$ cat config.mk
export PLATFORM = sky130hd
export DESIGN_NAME = minv_top
export DESIGN_NICKNAME = d
export VERILOG_FILES = /design/src/rtl/minv_pkg.sv /design/src/rtl/fx_div.sv /design/src/rtl/fx_sqrt.sv /design/src/rtl/chol_stage.sv /design/src/rtl/tri_inv_stage.sv /design/src/rtl/gram_stage.sv /design/src/rtl/minv_top.sv
export VERILOG_INCLUDE_DIRS = /design/src /design/src/rtl
export SDC_FILE = /design/constraint.sdc
export NUM_CORES = 2
export LEC_CHECK = 0
export BUFFER_PORTS_ARGS = -buffer_cell sky130_fd_sc_hd__clkbuf_2
export CAP_MARGIN = 10
export CORE_UTILIZATION = 40
export DETAILED_ROUTE_END_ITERATION = 7
export PLACE_DENSITY = 0.62
export SYNTH_ARGS = -nofsm -noshare
export SYNTH_HDL_FRONTEND = slang
export SYNTH_SLANG_ARGS = --single-unit
$ cat constraint.sdc
create_clock -name i -period 47.7 [get_ports i]
set_clock_uncertainty 0.15 [all_clocks]
set_input_delay 7.155 -clock i [delete_from_list [all_inputs] [get_ports i]]
set_output_delay 7.155 -clock i [all_outputs]
set_load 0.03 [all_outputs]
$ cat src/rtl/minv_macros.svh
// matrix order and Q8.8 word format for the matrix inverter
`ifndef MINV_MACROS_SVH
`define MINV_MACROS_SVH

// only 3x3 is supported by the stage sequencing
`define MINV_N 3

// word width and binary point position
`define MINV_W 16
`define MINV_FRAC 8

`endif

$ cat src/rtl/minv_pkg.sv
// fixed-point, index, matrix and state types for the inverter
// plus the shared Q8.8 multiply and entry index helpers
`include "minv_macros.svh"

package minv_pkg;

	typedef logic signed [`MINV_W-1:0] fx_t;
	typedef logic signed [2*`MINV_W-1:0] prod_t;
	typedef logic [$clog2(`MINV_N)-1:0] idx_t;
	typedef logic [$clog2(`MINV_N*`MINV_N)-1:0] ent_t;

	// row-major, entry (r,c) sits at e[r*N+c]
	typedef struct packed {
		fx_t [`MINV_N*`MINV_N-1:0] e;
	} mat_t;

	// lower triangle plus reciprocals of its diagonal
	typedef struct packed {
		mat_t l;
		fx_t [`MINV_N-1:0] r;
	} chol_t;

	typedef enum logic [1:0] {div_idle, div_run, div_done} div_state_e;
	typedef enum logic [2:0] {
		chol_idle, chol_diag, chol_sqrt_wait, chol_recip_wait, chol_offdiag, chol_out
	} chol_state_e;
	typedef enum logic [1:0] {seq_idle, seq_calc, seq_out} seq_state_e;

	// full product, arithmetic shift, keep low word
	function automatic fx_t fx_mul(fx_t a, fx_t b);
		prod_t p;
		p = prod_t'(a) * prod_t'(b);
		return fx_t'(p >>> `MINV_FRAC);
	endfunction

	function automatic ent_t ent_idx(idx_t row, idx_t col);
		return ent_t'(row) * ent_t'(`MINV_N) + ent_t'(col);
	endfunction

endpackage

$ cat src/rtl/fx_div.sv
// sequential restoring divider for signed Q8.8, truncating toward zero
`include "minv_macros.svh"

module fx_div (
	input  logic          i,
	input  logic          rst_n,
	input  logic          start,
	input  minv_pkg::fx_t dividend,
	input  minv_pkg::fx_t divisor,
	output minv_pkg::fx_t quotient,
	output logic          done
);
	import minv_pkg::*;

	localparam int steps = `MINV_W + 1;
	localparam int cw = $clog2(steps);

	div_state_e state;
	logic [cw-1:0] cnt;
	logic [`MINV_W-1:0] num_mag;
	logic [`MINV_W+`MINV_FRAC-1:0] num_wide;
	logic [`MINV_W+1:0] den;
	logic [`MINV_W+1:0] rem;
	logic [`MINV_W+1:0] rem_sh;
	logic [`MINV_W+1:0] rem_next;
	logic [`MINV_W:0] q;
	logic [`MINV_W:0] q_next;
	logic neg;

	// magnitudes, sign restored at the end
	assign num_mag = dividend[`MINV_W-1] ? -dividend : dividend;
	assign num_wide = {num_mag, {`MINV_FRAC{1'b0}}};

	// shift in the next dividend bit and try the subtraction
	assign rem_sh = {rem[`MINV_W:0], q[`MINV_W]};
	assign rem_next = (rem_sh >= den) ? rem_sh - den : rem_sh;
	assign q_next = {q[`MINV_W-1:0], rem_sh >= den};

	assign done = (state == div_done);

	always_ff @(posedge i) begin
		if (!rst_n) begin
			state <= div_idle;
			cnt <= '0;
		end else begin
			case (state)
				div_idle: begin
					if (start) begin
						// upper bits seed the remainder, quotient fits in 17 bits
						rem <= (`MINV_W+2)'(num_wide >> steps);
						q <= num_wide[steps-1:0];
						den <= (`MINV_W+2)'(divisor[`MINV_W-1] ? -divisor : divisor);
						neg <= dividend[`MINV_W-1] ^ divisor[`MINV_W-1];
						cnt <= '0;
						state <= div_run;
					end
				end
				div_run: begin
					rem <= rem_next;
					q <= q_next;
					cnt <= cnt + 1'b1;
					if (cnt == cw'(steps - 1)) begin
						quotient <= neg ? fx_t'(-q_next[`MINV_W-1:0]) : fx_t'(q_next[`MINV_W-1:0]);
						state <= div_done;
					end
				end
				default: state <= div_idle;
			endcase
		end
	end

endmodule

$ cat src/rtl/fx_sqrt.sv
// sequential non-restoring square root, floor of sqrt(radicand << 8)
`include "minv_macros.svh"

module fx_sqrt (
	input  logic          i,
	input  logic          rst_n,
	input  logic          start,
	input  minv_pkg::fx_t radicand,
	output minv_pkg::fx_t root,
	output logic          done
);
	import minv_pkg::*;

	localparam int xw = `MINV_W + `MINV_FRAC;
	localparam int rw = xw / 2;
	localparam int cw = $clog2(rw);

	logic [xw-1:0] x;
	logic [rw-1:0] q;
	logic signed [`MINV_W+1:0] rem;
	logic signed [`MINV_W+1:0] rem_sh;
	logic signed [`MINV_W+1:0] rem_next;
	logic [cw-1:0] cnt;
	logic busy;

	// bring down the next bit pair
	assign rem_sh = {rem[`MINV_W-1:0], x[xw-1 -: 2]};

	// negative remainder adds back, otherwise subtract the trial term
	assign rem_next = rem[`MINV_W+1] ? rem_sh + (`MINV_W+2)'({q, 2'b11})
		: rem_sh - (`MINV_W+2)'({q, 2'b01});

	assign root = fx_t'(q);

	always_ff @(posedge i) begin
		if (!rst_n) begin
			busy <= 1'b0;
			done <= 1'b0;
			cnt <= '0;
		end else begin
			done <= 1'b0;
			if (start && !busy) begin
				// radicand taken as unsigned bits
				x <= {radicand, {`MINV_FRAC{1'b0}}};
				q <= '0;
				rem <= '0;
				cnt <= '0;
				busy <= 1'b1;
			end else if (busy) begin
				x <= x << 2;
				rem <= rem_next;
				q <= {q[rw-2:0], ~rem_next[`MINV_W+1]};
				cnt <= cnt + 1'b1;
				if (cnt == cw'(rw - 1)) begin
					busy <= 1'b0;
					done <= 1'b1;
				end
			end
		end
	end

endmodule

$ cat src/rtl/chol_stage.sv
// Cholesky stage, produces L and the reciprocals of its diagonal
// column by column with one multiplier, one square root and one divider
`include "minv_macros.svh"

module chol_stage (
	input  logic            i,
	input  logic            rst_n,
	input  logic            in_valid,
	output logic            in_ready,
	input  minv_pkg::mat_t  in_mat,
	output logic            out_valid,
	input  logic            out_ready,
	output minv_pkg::chol_t out_chol
);
	import minv_pkg::*;

	localparam idx_t last = idx_t'(`MINV_N - 1);
	localparam fx_t fx_one = fx_t'(1 << `MINV_FRAC);

	chol_state_e state;
	idx_t col;
	idx_t row;
	idx_t k;
	mat_t a;
	mat_t l;
	fx_t [`MINV_N-1:0] r;
	fx_t acc;
	fx_t mul_a;
	fx_t mul_b;
	fx_t mul_p;
	fx_t sq_root;
	fx_t dv_quot;
	logic sq_start;
	logic sq_done;
	logic dv_start;
	logic dv_done;

	assign in_ready = (state == chol_idle);
	assign out_valid = (state == chol_out);
	assign out_chol.l = l;
	assign out_chol.r = r;

	// shared multiplier, final off-diagonal step scales by r_col
	always_comb begin
		if (state == chol_offdiag && k == col) begin
			mul_a = acc;
			mul_b = r[col];
		end else if (state == chol_offdiag) begin
			mul_a = l.e[ent_idx(row, k)];
			mul_b = l.e[ent_idx(col, k)];
		end else begin
			mul_a = l.e[ent_idx(col, k)];
			mul_b = l.e[ent_idx(col, k)];
		end
	end
	assign mul_p = fx_mul(mul_a, mul_b);

	assign sq_start = (state == chol_diag) && (k == col);
	assign dv_start = (state == chol_sqrt_wait) && sq_done;

	fx_sqrt u_sqrt (
		.i(i),
		.rst_n(rst_n),
		.start(sq_start),
		.radicand(acc),
		.root(sq_root),
		.done(sq_done)
	);

	// reciprocal of the new diagonal, straight from the root
	fx_div u_div (
		.i(i),
		.rst_n(rst_n),
		.start(dv_start),
		.dividend(fx_one),
		.divisor(sq_root),
		.quotient(dv_quot),
		.done(dv_done)
	);

	always_ff @(posedge i) begin
		if (!rst_n) begin
			state <= chol_idle;
			col <= '0;
			row <= '0;
			k <= '0;
		end else begin
			case (state)
				chol_idle: begin
					if (in_valid) begin
						a <= in_mat;
						l <= '0;
						col <= '0;
						k <= '0;
						acc <= in_mat.e[0];
						state <= chol_diag;
					end
				end
				chol_diag: begin
					if (k == col) begin
						state <= chol_sqrt_wait;
					end else begin
						acc <= acc - mul_p;
						k <= k + 1'b1;
					end
				end
				chol_sqrt_wait: begin
					if (sq_done) begin
						l.e[ent_idx(col, col)] <= sq_root;
						state <= chol_recip_wait;
					end
				end
				chol_recip_wait: begin
					if (dv_done) begin
						r[col] <= dv_quot;
						if (col == last) begin
							state <= chol_out;
						end else begin
							row <= col + 1'b1;
							k <= '0;
							acc <= a.e[ent_idx(col + 1'b1, col)];
							state <= chol_offdiag;
						end
					end
				end
				chol_offdiag: begin
					if (k == col) begin
						l.e[ent_idx(row, col)] <= mul_p;
						k <= '0;
						if (row == last) begin
							col <= col + 1'b1;
							acc <= a.e[ent_idx(col + 1'b1, col + 1'b1)];
							state <= chol_diag;
						end else begin
							row <= row + 1'b1;
							acc <= a.e[ent_idx(row + 1'b1, col)];
						end
					end else begin
						acc <= acc - mul_p;
						k <= k + 1'b1;
					end
				end
				chol_out: begin
					if (out_ready) begin
						state <= chol_idle;
					end
				end
				default: state <= chol_idle;
			endcase
		end
	end

endmodule

$ cat src/rtl/tri_inv_stage.sv
// forward substitution stage, inverts the lower triangle L
`include "minv_macros.svh"

module tri_inv_stage (
	input  logic            i,
	input  logic            rst_n,
	input  logic            in_valid,
	output logic            in_ready,
	input  minv_pkg::chol_t in_chol,
	output logic            out_valid,
	input  logic            out_ready,
	output minv_pkg::mat_t  out_linv
);
	import minv_pkg::*;

	localparam idx_t last = idx_t'(`MINV_N - 1);

	seq_state_e state;
	idx_t row;
	idx_t col;
	idx_t k;
	mat_t l;
	mat_t m;
	fx_t [`MINV_N-1:0] r;
	fx_t acc;
	fx_t mul_a;
	fx_t mul_b;
	fx_t mul_p;

	assign in_ready = (state == seq_idle);
	assign out_valid = (state == seq_out);
	assign out_linv = m;

	// sum of L_row,k * M_k,col, then scaled by r_row
	always_comb begin
		if (k == row) begin
			mul_a = acc;
			mul_b = r[row];
		end else begin
			mul_a = l.e[ent_idx(row, k)];
			mul_b = m.e[ent_idx(k, col)];
		end
	end
	assign mul_p = fx_mul(mul_a, mul_b);

	always_ff @(posedge i) begin
		if (!rst_n) begin
			state <= seq_idle;
			row <= '0;
			col <= '0;
			k <= '0;
		end else begin
			case (state)
				seq_idle: begin
					if (in_valid) begin
						l <= in_chol.l;
						r <= in_chol.r;
						// diagonal of the inverse is just r
						m <= '0;
						for (int n = 0; n < `MINV_N; n++) begin
							m.e[n * (`MINV_N + 1)] <= in_chol.r[n];
						end
						row <= idx_t'(1);
						col <= '0;
						k <= '0;
						acc <= '0;
						state <= seq_calc;
					end
				end
				seq_calc: begin
					if (k == row) begin
						m.e[ent_idx(row, col)] <= -mul_p;
						acc <= '0;
						// row by row, so every M_k,col needed is already done
						if (col + 1'b1 < row) begin
							col <= col + 1'b1;
							k <= col + 1'b1;
						end else if (row != last) begin
							row <= row + 1'b1;
							col <= '0;
							k <= '0;
						end else begin
							state <= seq_out;
						end
					end else begin
						acc <= acc + mul_p;
						k <= k + 1'b1;
					end
				end
				seq_out: begin
					if (out_ready) begin
						state <= seq_idle;
					end
				end
				default: state <= seq_idle;
			endcase
		end
	end

endmodule

$ cat src/rtl/gram_stage.sv
// product of the transposed inverse triangle with itself
// six distinct entries on one multiply-accumulate, mirrored on write
`include "minv_macros.svh"

module gram_stage (
	input  logic           i,
	input  logic           rst_n,
	input  logic           in_valid,
	output logic           in_ready,
	input  minv_pkg::mat_t in_linv,
	output logic           out_valid,
	input  logic           out_ready,
	output minv_pkg::mat_t out_inv
);
	import minv_pkg::*;

	localparam idx_t last = idx_t'(`MINV_N - 1);

	seq_state_e state;
	idx_t row;
	idx_t col;
	idx_t k;
	mat_t m;
	mat_t res;
	fx_t acc;
	fx_t mul_p;
	fx_t sum;

	assign in_ready = (state == seq_idle);
	assign out_valid = (state == seq_out);
	assign out_inv = res;

	// M_k,row * M_k,col, k starts at col since row <= col
	assign mul_p = fx_mul(m.e[ent_idx(k, row)], m.e[ent_idx(k, col)]);
	assign sum = acc + mul_p;

	always_ff @(posedge i) begin
		if (!rst_n) begin
			state <= seq_idle;
			row <= '0;
			col <= '0;
			k <= '0;
		end else begin
			case (state)
				seq_idle: begin
					if (in_valid) begin
						m <= in_linv;
						row <= '0;
						col <= '0;
						k <= '0;
						acc <= '0;
						state <= seq_calc;
					end
				end
				seq_calc: begin
					if (k == last) begin
						res.e[ent_idx(row, col)] <= sum;
						res.e[ent_idx(col, row)] <= sum;
						acc <= '0;
						if (col != last) begin
							col <= col + 1'b1;
							k <= col + 1'b1;
						end else if (row != last) begin
							row <= row + 1'b1;
							col <= row + 1'b1;
							k <= row + 1'b1;
						end else begin
							state <= seq_out;
						end
					end else begin
						acc <= sum;
						k <= k + 1'b1;
					end
				end
				seq_out: begin
					if (out_ready) begin
						state <= seq_idle;
					end
				end
				default: state <= seq_idle;
			endcase
		end
	end

endmodule

$ cat src/rtl/minv_top.sv
// matrix inverter top, Cholesky -> triangle inverse -> Gram product
module minv_top (
	input  logic           i,
	input  logic           rst_n,
	input  logic           in_valid,
	output logic           in_ready,
	input  minv_pkg::mat_t in_mat,
	output logic           out_valid,
	input  logic           out_ready,
	output minv_pkg::mat_t out_mat
);
	import minv_pkg::*;

	chol_t chol_data;
	logic chol_valid;
	logic chol_ready;
	mat_t linv_data;
	logic linv_valid;
	logic linv_ready;

	chol_stage u_chol (
		.i(i),
		.rst_n(rst_n),
		.in_valid(in_valid),
		.in_ready(in_ready),
		.in_mat(in_mat),
		.out_valid(chol_valid),
		.out_ready(chol_ready),
		.out_chol(chol_data)
	);

	tri_inv_stage u_tri_inv (
		.i(i),
		.rst_n(rst_n),
		.in_valid(chol_valid),
		.in_ready(chol_ready),
		.in_chol(chol_data),
		.out_valid(linv_valid),
		.out_ready(linv_ready),
		.out_linv(linv_data)
	);

	gram_stage u_gram (
		.i(i),
		.rst_n(rst_n),
		.in_valid(linv_valid),
		.in_ready(linv_ready),
		.in_linv(linv_data),
		.out_valid(out_valid),
		.out_ready(out_ready),
		.out_inv(out_mat)
	);

endmodule

# Yosys cells after proc, flatten, opt, wreduce, memory -nomap -nowiden
# Index checks and enable logic that the tools add are counted.
# word_totals
memories	0
inputBits	148
latchBits	0
register_bits	1160
output_inout_bits	146
rom_bits	0
ram_bits	0
# classes
muxes	140
n_mul	12
n_bitwise	3
reduce_logical	53
shift	0
eq_ne	49
n_div	0
addsub	32
order_cmp	24
# ops
op	n
144-bit bitwise mux	5
144-bit 2-to-1 mux	5
16-bit binary-select mux with 4-bit select	9
16-bit 2-to-1 mux	32
144-bit one-hot mux with 3 select lines	1
16-bit demux with 4-bit select	5
144-bit one-hot mux with 2 select lines	1
2-bit 2-to-1 mux	38
16-bit by 16-bit multiplier with 24-bit output	3
4-bit by 5-bit < comparator with 1-bit output (second input constant)	14
17-bit one-hot mux with 2 select lines	2
16-bit binary-select mux with 2-bit select	2
16-bit one-hot mux with 2 select lines	2
16-bit one-hot mux with 4 select lines	1
4-bit by 2-bit adder with 4-bit output	14
17-bit 2-to-1 mux	3
48-bit bitwise mux	1
24-bit 2-to-1 mux	2
2-bit by 2-bit multiplier with 4-bit output (second input constant)	9
18-bit 2-to-1 mux	2
2-bit != test (second input constant)	18
2-bit one-hot mux with 2 select lines	9
3-bit AND reduction	12
5-bit AND reduction	7
other kinds (48)	116

# Logic depth before layout (Yosys ltp)
# depth
depth_word	10
ltp_mapped	49
ltp_nobuf	44

# Cells and area by module
# A second synthesis with hierarchy kept.
# unflattened
hier_cells	7209
hier_area_um2	82123.8
# modules_own_cells
module	n_inst	cells_per_inst	area_each_um2
chol_stage	1	2507	28364.7
tri_inv_stage	1	2185	24905.1
gram_stage	1	1766	21170.3
fx_div	1	471	4749.6
fx_sqrt	1	280	2934.1

# Worst setup path after synthesis
# No wires, ideal clock.
# synth_path
path_type	input to register
startpoint	input rst_n
endpoint	register u_chol.l, in the netlist u_chol.out_chol[100], enable pin
path_stages	4
required_time_ns	46.550
t_arrival_ns	21.339
setup_ns	1.000
path_slack_ns	25.211
path_buffers	2
cell_sequence	clkbuf_1 -> inv_1 -> clkbuf_1 -> nor4_1
# synth_between
elab_chain_len	1
# synth_lines
item	line	text
start, declared	minv_top.sv:4	input logic rst_n,
5-bit AND reduction (no source line)	--	
end, declared	chol_stage.sv:25	mat_t l;
# No other way between the ends.
# A chain may end at the register's enable or synchronous reset.

# Final worst setup path
# layout_path
startpoint	register u_chol.row[0]
endpoint	register u_chol.acc[15], data pin
# layout_between
elab_chain_len	10
elab_cells_between_ends	18
classes_between	add/sub: 4; mul: 3; eq/ne: 1; mux: 10
# layout_lines
item	line	text
start, declared	chol_stage.sv:22	idx_t row;
start signal, assigned	chol_stage.sv:119	row <= col + 1'b1;
start signal, assigned	chol_stage.sv:135	row <= row + 1'b1;
2-bit by 2-bit multiplier with 4-bit output	minv_pkg.sv:37	return ent_t'(row) * ent_t'(`MINV_N) + ent_t'(col);
4-bit by 2-bit adder with 4-bit output	minv_pkg.sv:37	
16-bit binary-select mux with 4-bit select	chol_stage.sv:49	mul_a = l.e[ent_idx(row, k)];
16-bit 2-to-1 mux (not written as such)	chol_stage.sv:49	
16-bit 2-to-1 mux	chol_stage.sv:48	end else if (state == chol_offdiag) begin
16-bit 2-to-1 mux	chol_stage.sv:45	if (state == chol_offdiag && k == col) begin
16-bit by 16-bit multiplier with 24-bit output	minv_pkg.sv:32	p = prod_t'(a) * prod_t'(b);
16-bit subtractor	chol_stage.sv:103, chol_stage.sv:139	
16-bit 2-to-1 mux, on equally long branches	chol_stage.sv:127, chol_stage.sv:100	
16-bit one-hot mux with 4 select lines *	chol_stage.sv:88	case (state)
end signal, assigned	chol_stage.sv:103	acc <= acc - mul_p;
end signal, assigned	chol_stage.sv:132	acc <= a.e[ent_idx(col + 1'b1, col + 1'b1)];
end signal, assigned	chol_stage.sv:139	acc <= acc - mul_p;
end, declared	chol_stage.sv:27	fx_t acc;
# Every way passes the cells marked *; elsewhere a longest branch is shown, timed or not. The select of a mux whose other input is x is not followed.

==> impl_summary.txt <==
----------------------------------------------------
[Outcome]
  Result of the run ... finished, final reports clean

[Clock network]
  Worst-Skew Late Latency ... 0.83 ns
  Maximum clock path buffer count ... 3
  Hold Buf Count CTS ... 0
  Num Clock Sinks ... 1153
  Post-CTS clock slew at the launch and capture registers of the worst setup and hold paths ... 0.06 ns
  Count of H-tree levels built during CTS ... 3
  TritonCTS buffer count ... 121
  Post CTS Setup Buffer Count ... 0
  Clock root buffer ... clkbuf_16
  Cts repair resizes ... 0
  Clock tree from TritonCTS ... done

[Timing]
  Final setup slack of the worst path ... 35.16 ns
  Final Setup Violations ... 0
  Worst-Margin Slew ... 1.26 ns
  Worst max-slew margin expressed relative to the limit ... 0.151
  Post-layout min period ... 12.54 ns
  Share of the clock period used by the worst path after layout ... 0.263
  Count of endpoints failing hold in the final timing report ... 0
  Setup TNS ... 0 ns
  Setup repair after global routing missed its margin ... no
  FMAX ... 79.7 MHz
  Final number of max-transition violations ... 0

[Synth]
  Syn Area/Cell ... 11.6 um2
  Top cell type by total area after synthesis ... edfxtp_1
  Net count after synthesis ... 7847
  Prevailing post-synth register cell ... edfxtp_1
  Seq cells post-synth ... 1153
  Post-Synthesis Cell Area ... 0.0787 mm2
  Cell variety after synth ... 93
  Post-synth top area share ... 0.426
  Largest cells by area after synthesis ... edfxtp_1, fa_1, mux4_2, ha_1, inv_1
  Async set-or-reset flop fraction in the synthesized netlist ... 0
  Number of synthesized flops with an enable pin ... 1115
  Sequential area share after synthesis ... 0.435
  Number of instances in the synthesized netlist ... 6795
  Warnings from Yosys ... 0

[Final layout]
  Commonest non-fill, non-tap cells in the layout ... edfxtp_1, inv_1, nand2_1
  Net count, final ... 8112
  Fillcell total ... 17738
  Storage cell area ... 0.0342 mm2
  Fraction of final layout cells with drive strength greater than 1 ... 0.144
  Design area ... 0.0879 mm2
  Synthesis-to-finish area growth ... 11.7%
  Most frequent standard cell in the layout excluding fill and tap cells ... edfxtp_1
  Multi-input gate area ... 0.0404 mm2

[Floorplan]
  Number of ports placed on the die boundary ... 294
  Floorplan row count ... 162
  Core region area ... 0.195 mm2
  Die width ... 445 um
  Initial standard-cell utilization of the core ... 0.403
  Die Ht ... 445 um
  Area of the die ... 0.198 mm2

[GRT]
  Global Route met2 Usage ... 0.390
  Wire length of the first global-routing pass ... 354 mm
  Remaining Overflow, GRT ... 0
  Met1 demand-to-capacity share in global routing ... 0.308
  Pin count of the biggest net entering global routing ... 193
  Most congested layer reported by global routing ... met2
  Initial antenna violation count ... 9
  All-Layer GR Usage ... 0.236
  Via count of the first global-routing pass ... 56077
  Global-route met3 utilization ... 0.0422

[Drt]
  Final routed wire length divided by cell count ... 24.0 um
  DRT antenna net count ... 0
  Initial drt markers ... 5461
  Ratio of routed vias to standard cells ... 5.66
  Total length of routed wires ... 235 mm
  Total DRC errors in the routed layout ... 0
  DRT Pass-1 Iters ... 6
  Vias after detailed routing ... 55362

[Setup path]
  Slowest CP cell ... xnor2_1
  Kind of capture point of the worst setup path ... flop
  Arrival @ worst endpoint ... 12.98 ns
  Element type at the critical path start ... flop
  Maximum fanout encountered on the critical timing path ... 33
  CP peak stage delay ... 1.06 ns
  Most prevalent standard cell on the critical path ... fa_1
  Critical path class ... flop to flop
  Critical Path RT ... 48.14 ns

[Placed design]
  Setup slack after placement ... 35.51 ns
  Routability congestion estimate ... 0.921
  Dpl hpwl ... 171 mm
  Number of buffer cells added on primary ports ... 293
  Placed inst area ... 0.0837 mm2

[Run]
  Max cap viols ... 0

[Hold path]
  Worst min path class ... flop to flop

----------------------------------------------------
## path summary, 6_finish.rpt
path	slack (ns)	to	from	cells after the start
setup reg to reg	35.16	u_chol.acc[15]$_DFFE_PP_	u_chol.row[0]$_SDFFE_PN0P_	35
hold / removal	0.27	u_chol.u_div.quotient[12]$_DFFE_PP_	u_chol.u_div.q[11]$_SDFFCE_PN0P_	0
hold reg to reg	0.27	u_chol.u_div.quotient[12]$_DFFE_PP_	u_chol.u_div.q[11]$_SDFFCE_PN0P_	0
setup / recovery	35.16	u_chol.acc[15]$_DFFE_PP_	u_chol.row[0]$_SDFFE_PN0P_	35
## registers in the layout, indices dropped and copies added, names as in the netlist, 48 cells and up
| register | flops |
|---|---|
| u_tri_inv.out_linv | 144 |
| u_tri_inv.l | 144 |
| u_tri_inv.r | 48 |
| u_chol.out_chol | 192 |
| u_gram.m | 144 |
| u_chol.a | 144 |
| u_gram.out_inv | 144 |
## worst max-delay path: cells and delay by family (launching register included)
family | cells | cell delay (ns)
adder cells (fa/ha/maj) | 10 | 4.74
AO/OA/AOI/OAI | 11 | 2.86
AND/OR/NAND/NOR | 5 | 1.57
XOR/XNOR | 2 | 1.37
buffers and inverters | 7 | 1.13
flip-flops | 1 | 0.46
## cells by family after synthesis
group / count (synthesis) / share of synthesized area
AOI/OAI and AO/OA: 958 / 0.0765
xor gates and xnor gates: 192 / 0.0219
adders and majority gates: 904 / 0.199
buffers and inverters: 1117 / 0.0541
DFF: 1153 / 0.435
muxes: 512 / 0.104
and+or+nand+nor: 1959 / 0.109
## cell type report
cell class	count	area share
diodes	2	0.0000569
inverters	781	0.0334
clock buffers	151	0.0365
repair buffers	478	0.0326
flip-flops and latches	1153	0.390
multi-input cells	4525	0.460
well taps	2624	0.0374
clock inverters	75	0.0107
## synth_stat cells (22+ instances only)
library cell	instances
a211oi_1	35
a21o_1	35
a21oi_1	238
a221oi_1	24
a22o_1	28
a31oi_1	31
and2_1	53
buf_1	26
buf_2	25
clkbuf_1	279
dfxtp_1	38
edfxtp_1	1115
fa_1	576
ha_1	328
inv_1	780
mux2_2	27
mux2i_1	244
mux4_2	240
nand2_1	714
nand2b_1	80
nand3_1	125
nand4_1	33
nor2_1	693
nor2b_1	66
nor3_1	59
o211ai_1	32
o21a_1	22
o21ai_0	242
o21ai_1	39
o22ai_1	68
o31ai_1	22
or2_2	34
or3_1	31
xnor2_1	138
xor2_1	50
## stage by stage
stage,util,hold WS [ns],std cells
finish,0.450,0.268,9789
global route,0.450,0.271,9788
CTS,0.450,0.268,9782
detailed placement,0.429,0.280,9556
global placement,0.429,0.278,9555
floorplan,-,0.267,6795
## routing by layer
layer  share of wire  wire, um
met1            0.40     93100
met2            0.48    112000
met3           0.084     19800
met4           0.044     10300
met5         0.00015        36
Power is not shown: default switching activity piles up to over one toggle a cycle in this logic, so the estimate is an artifact.
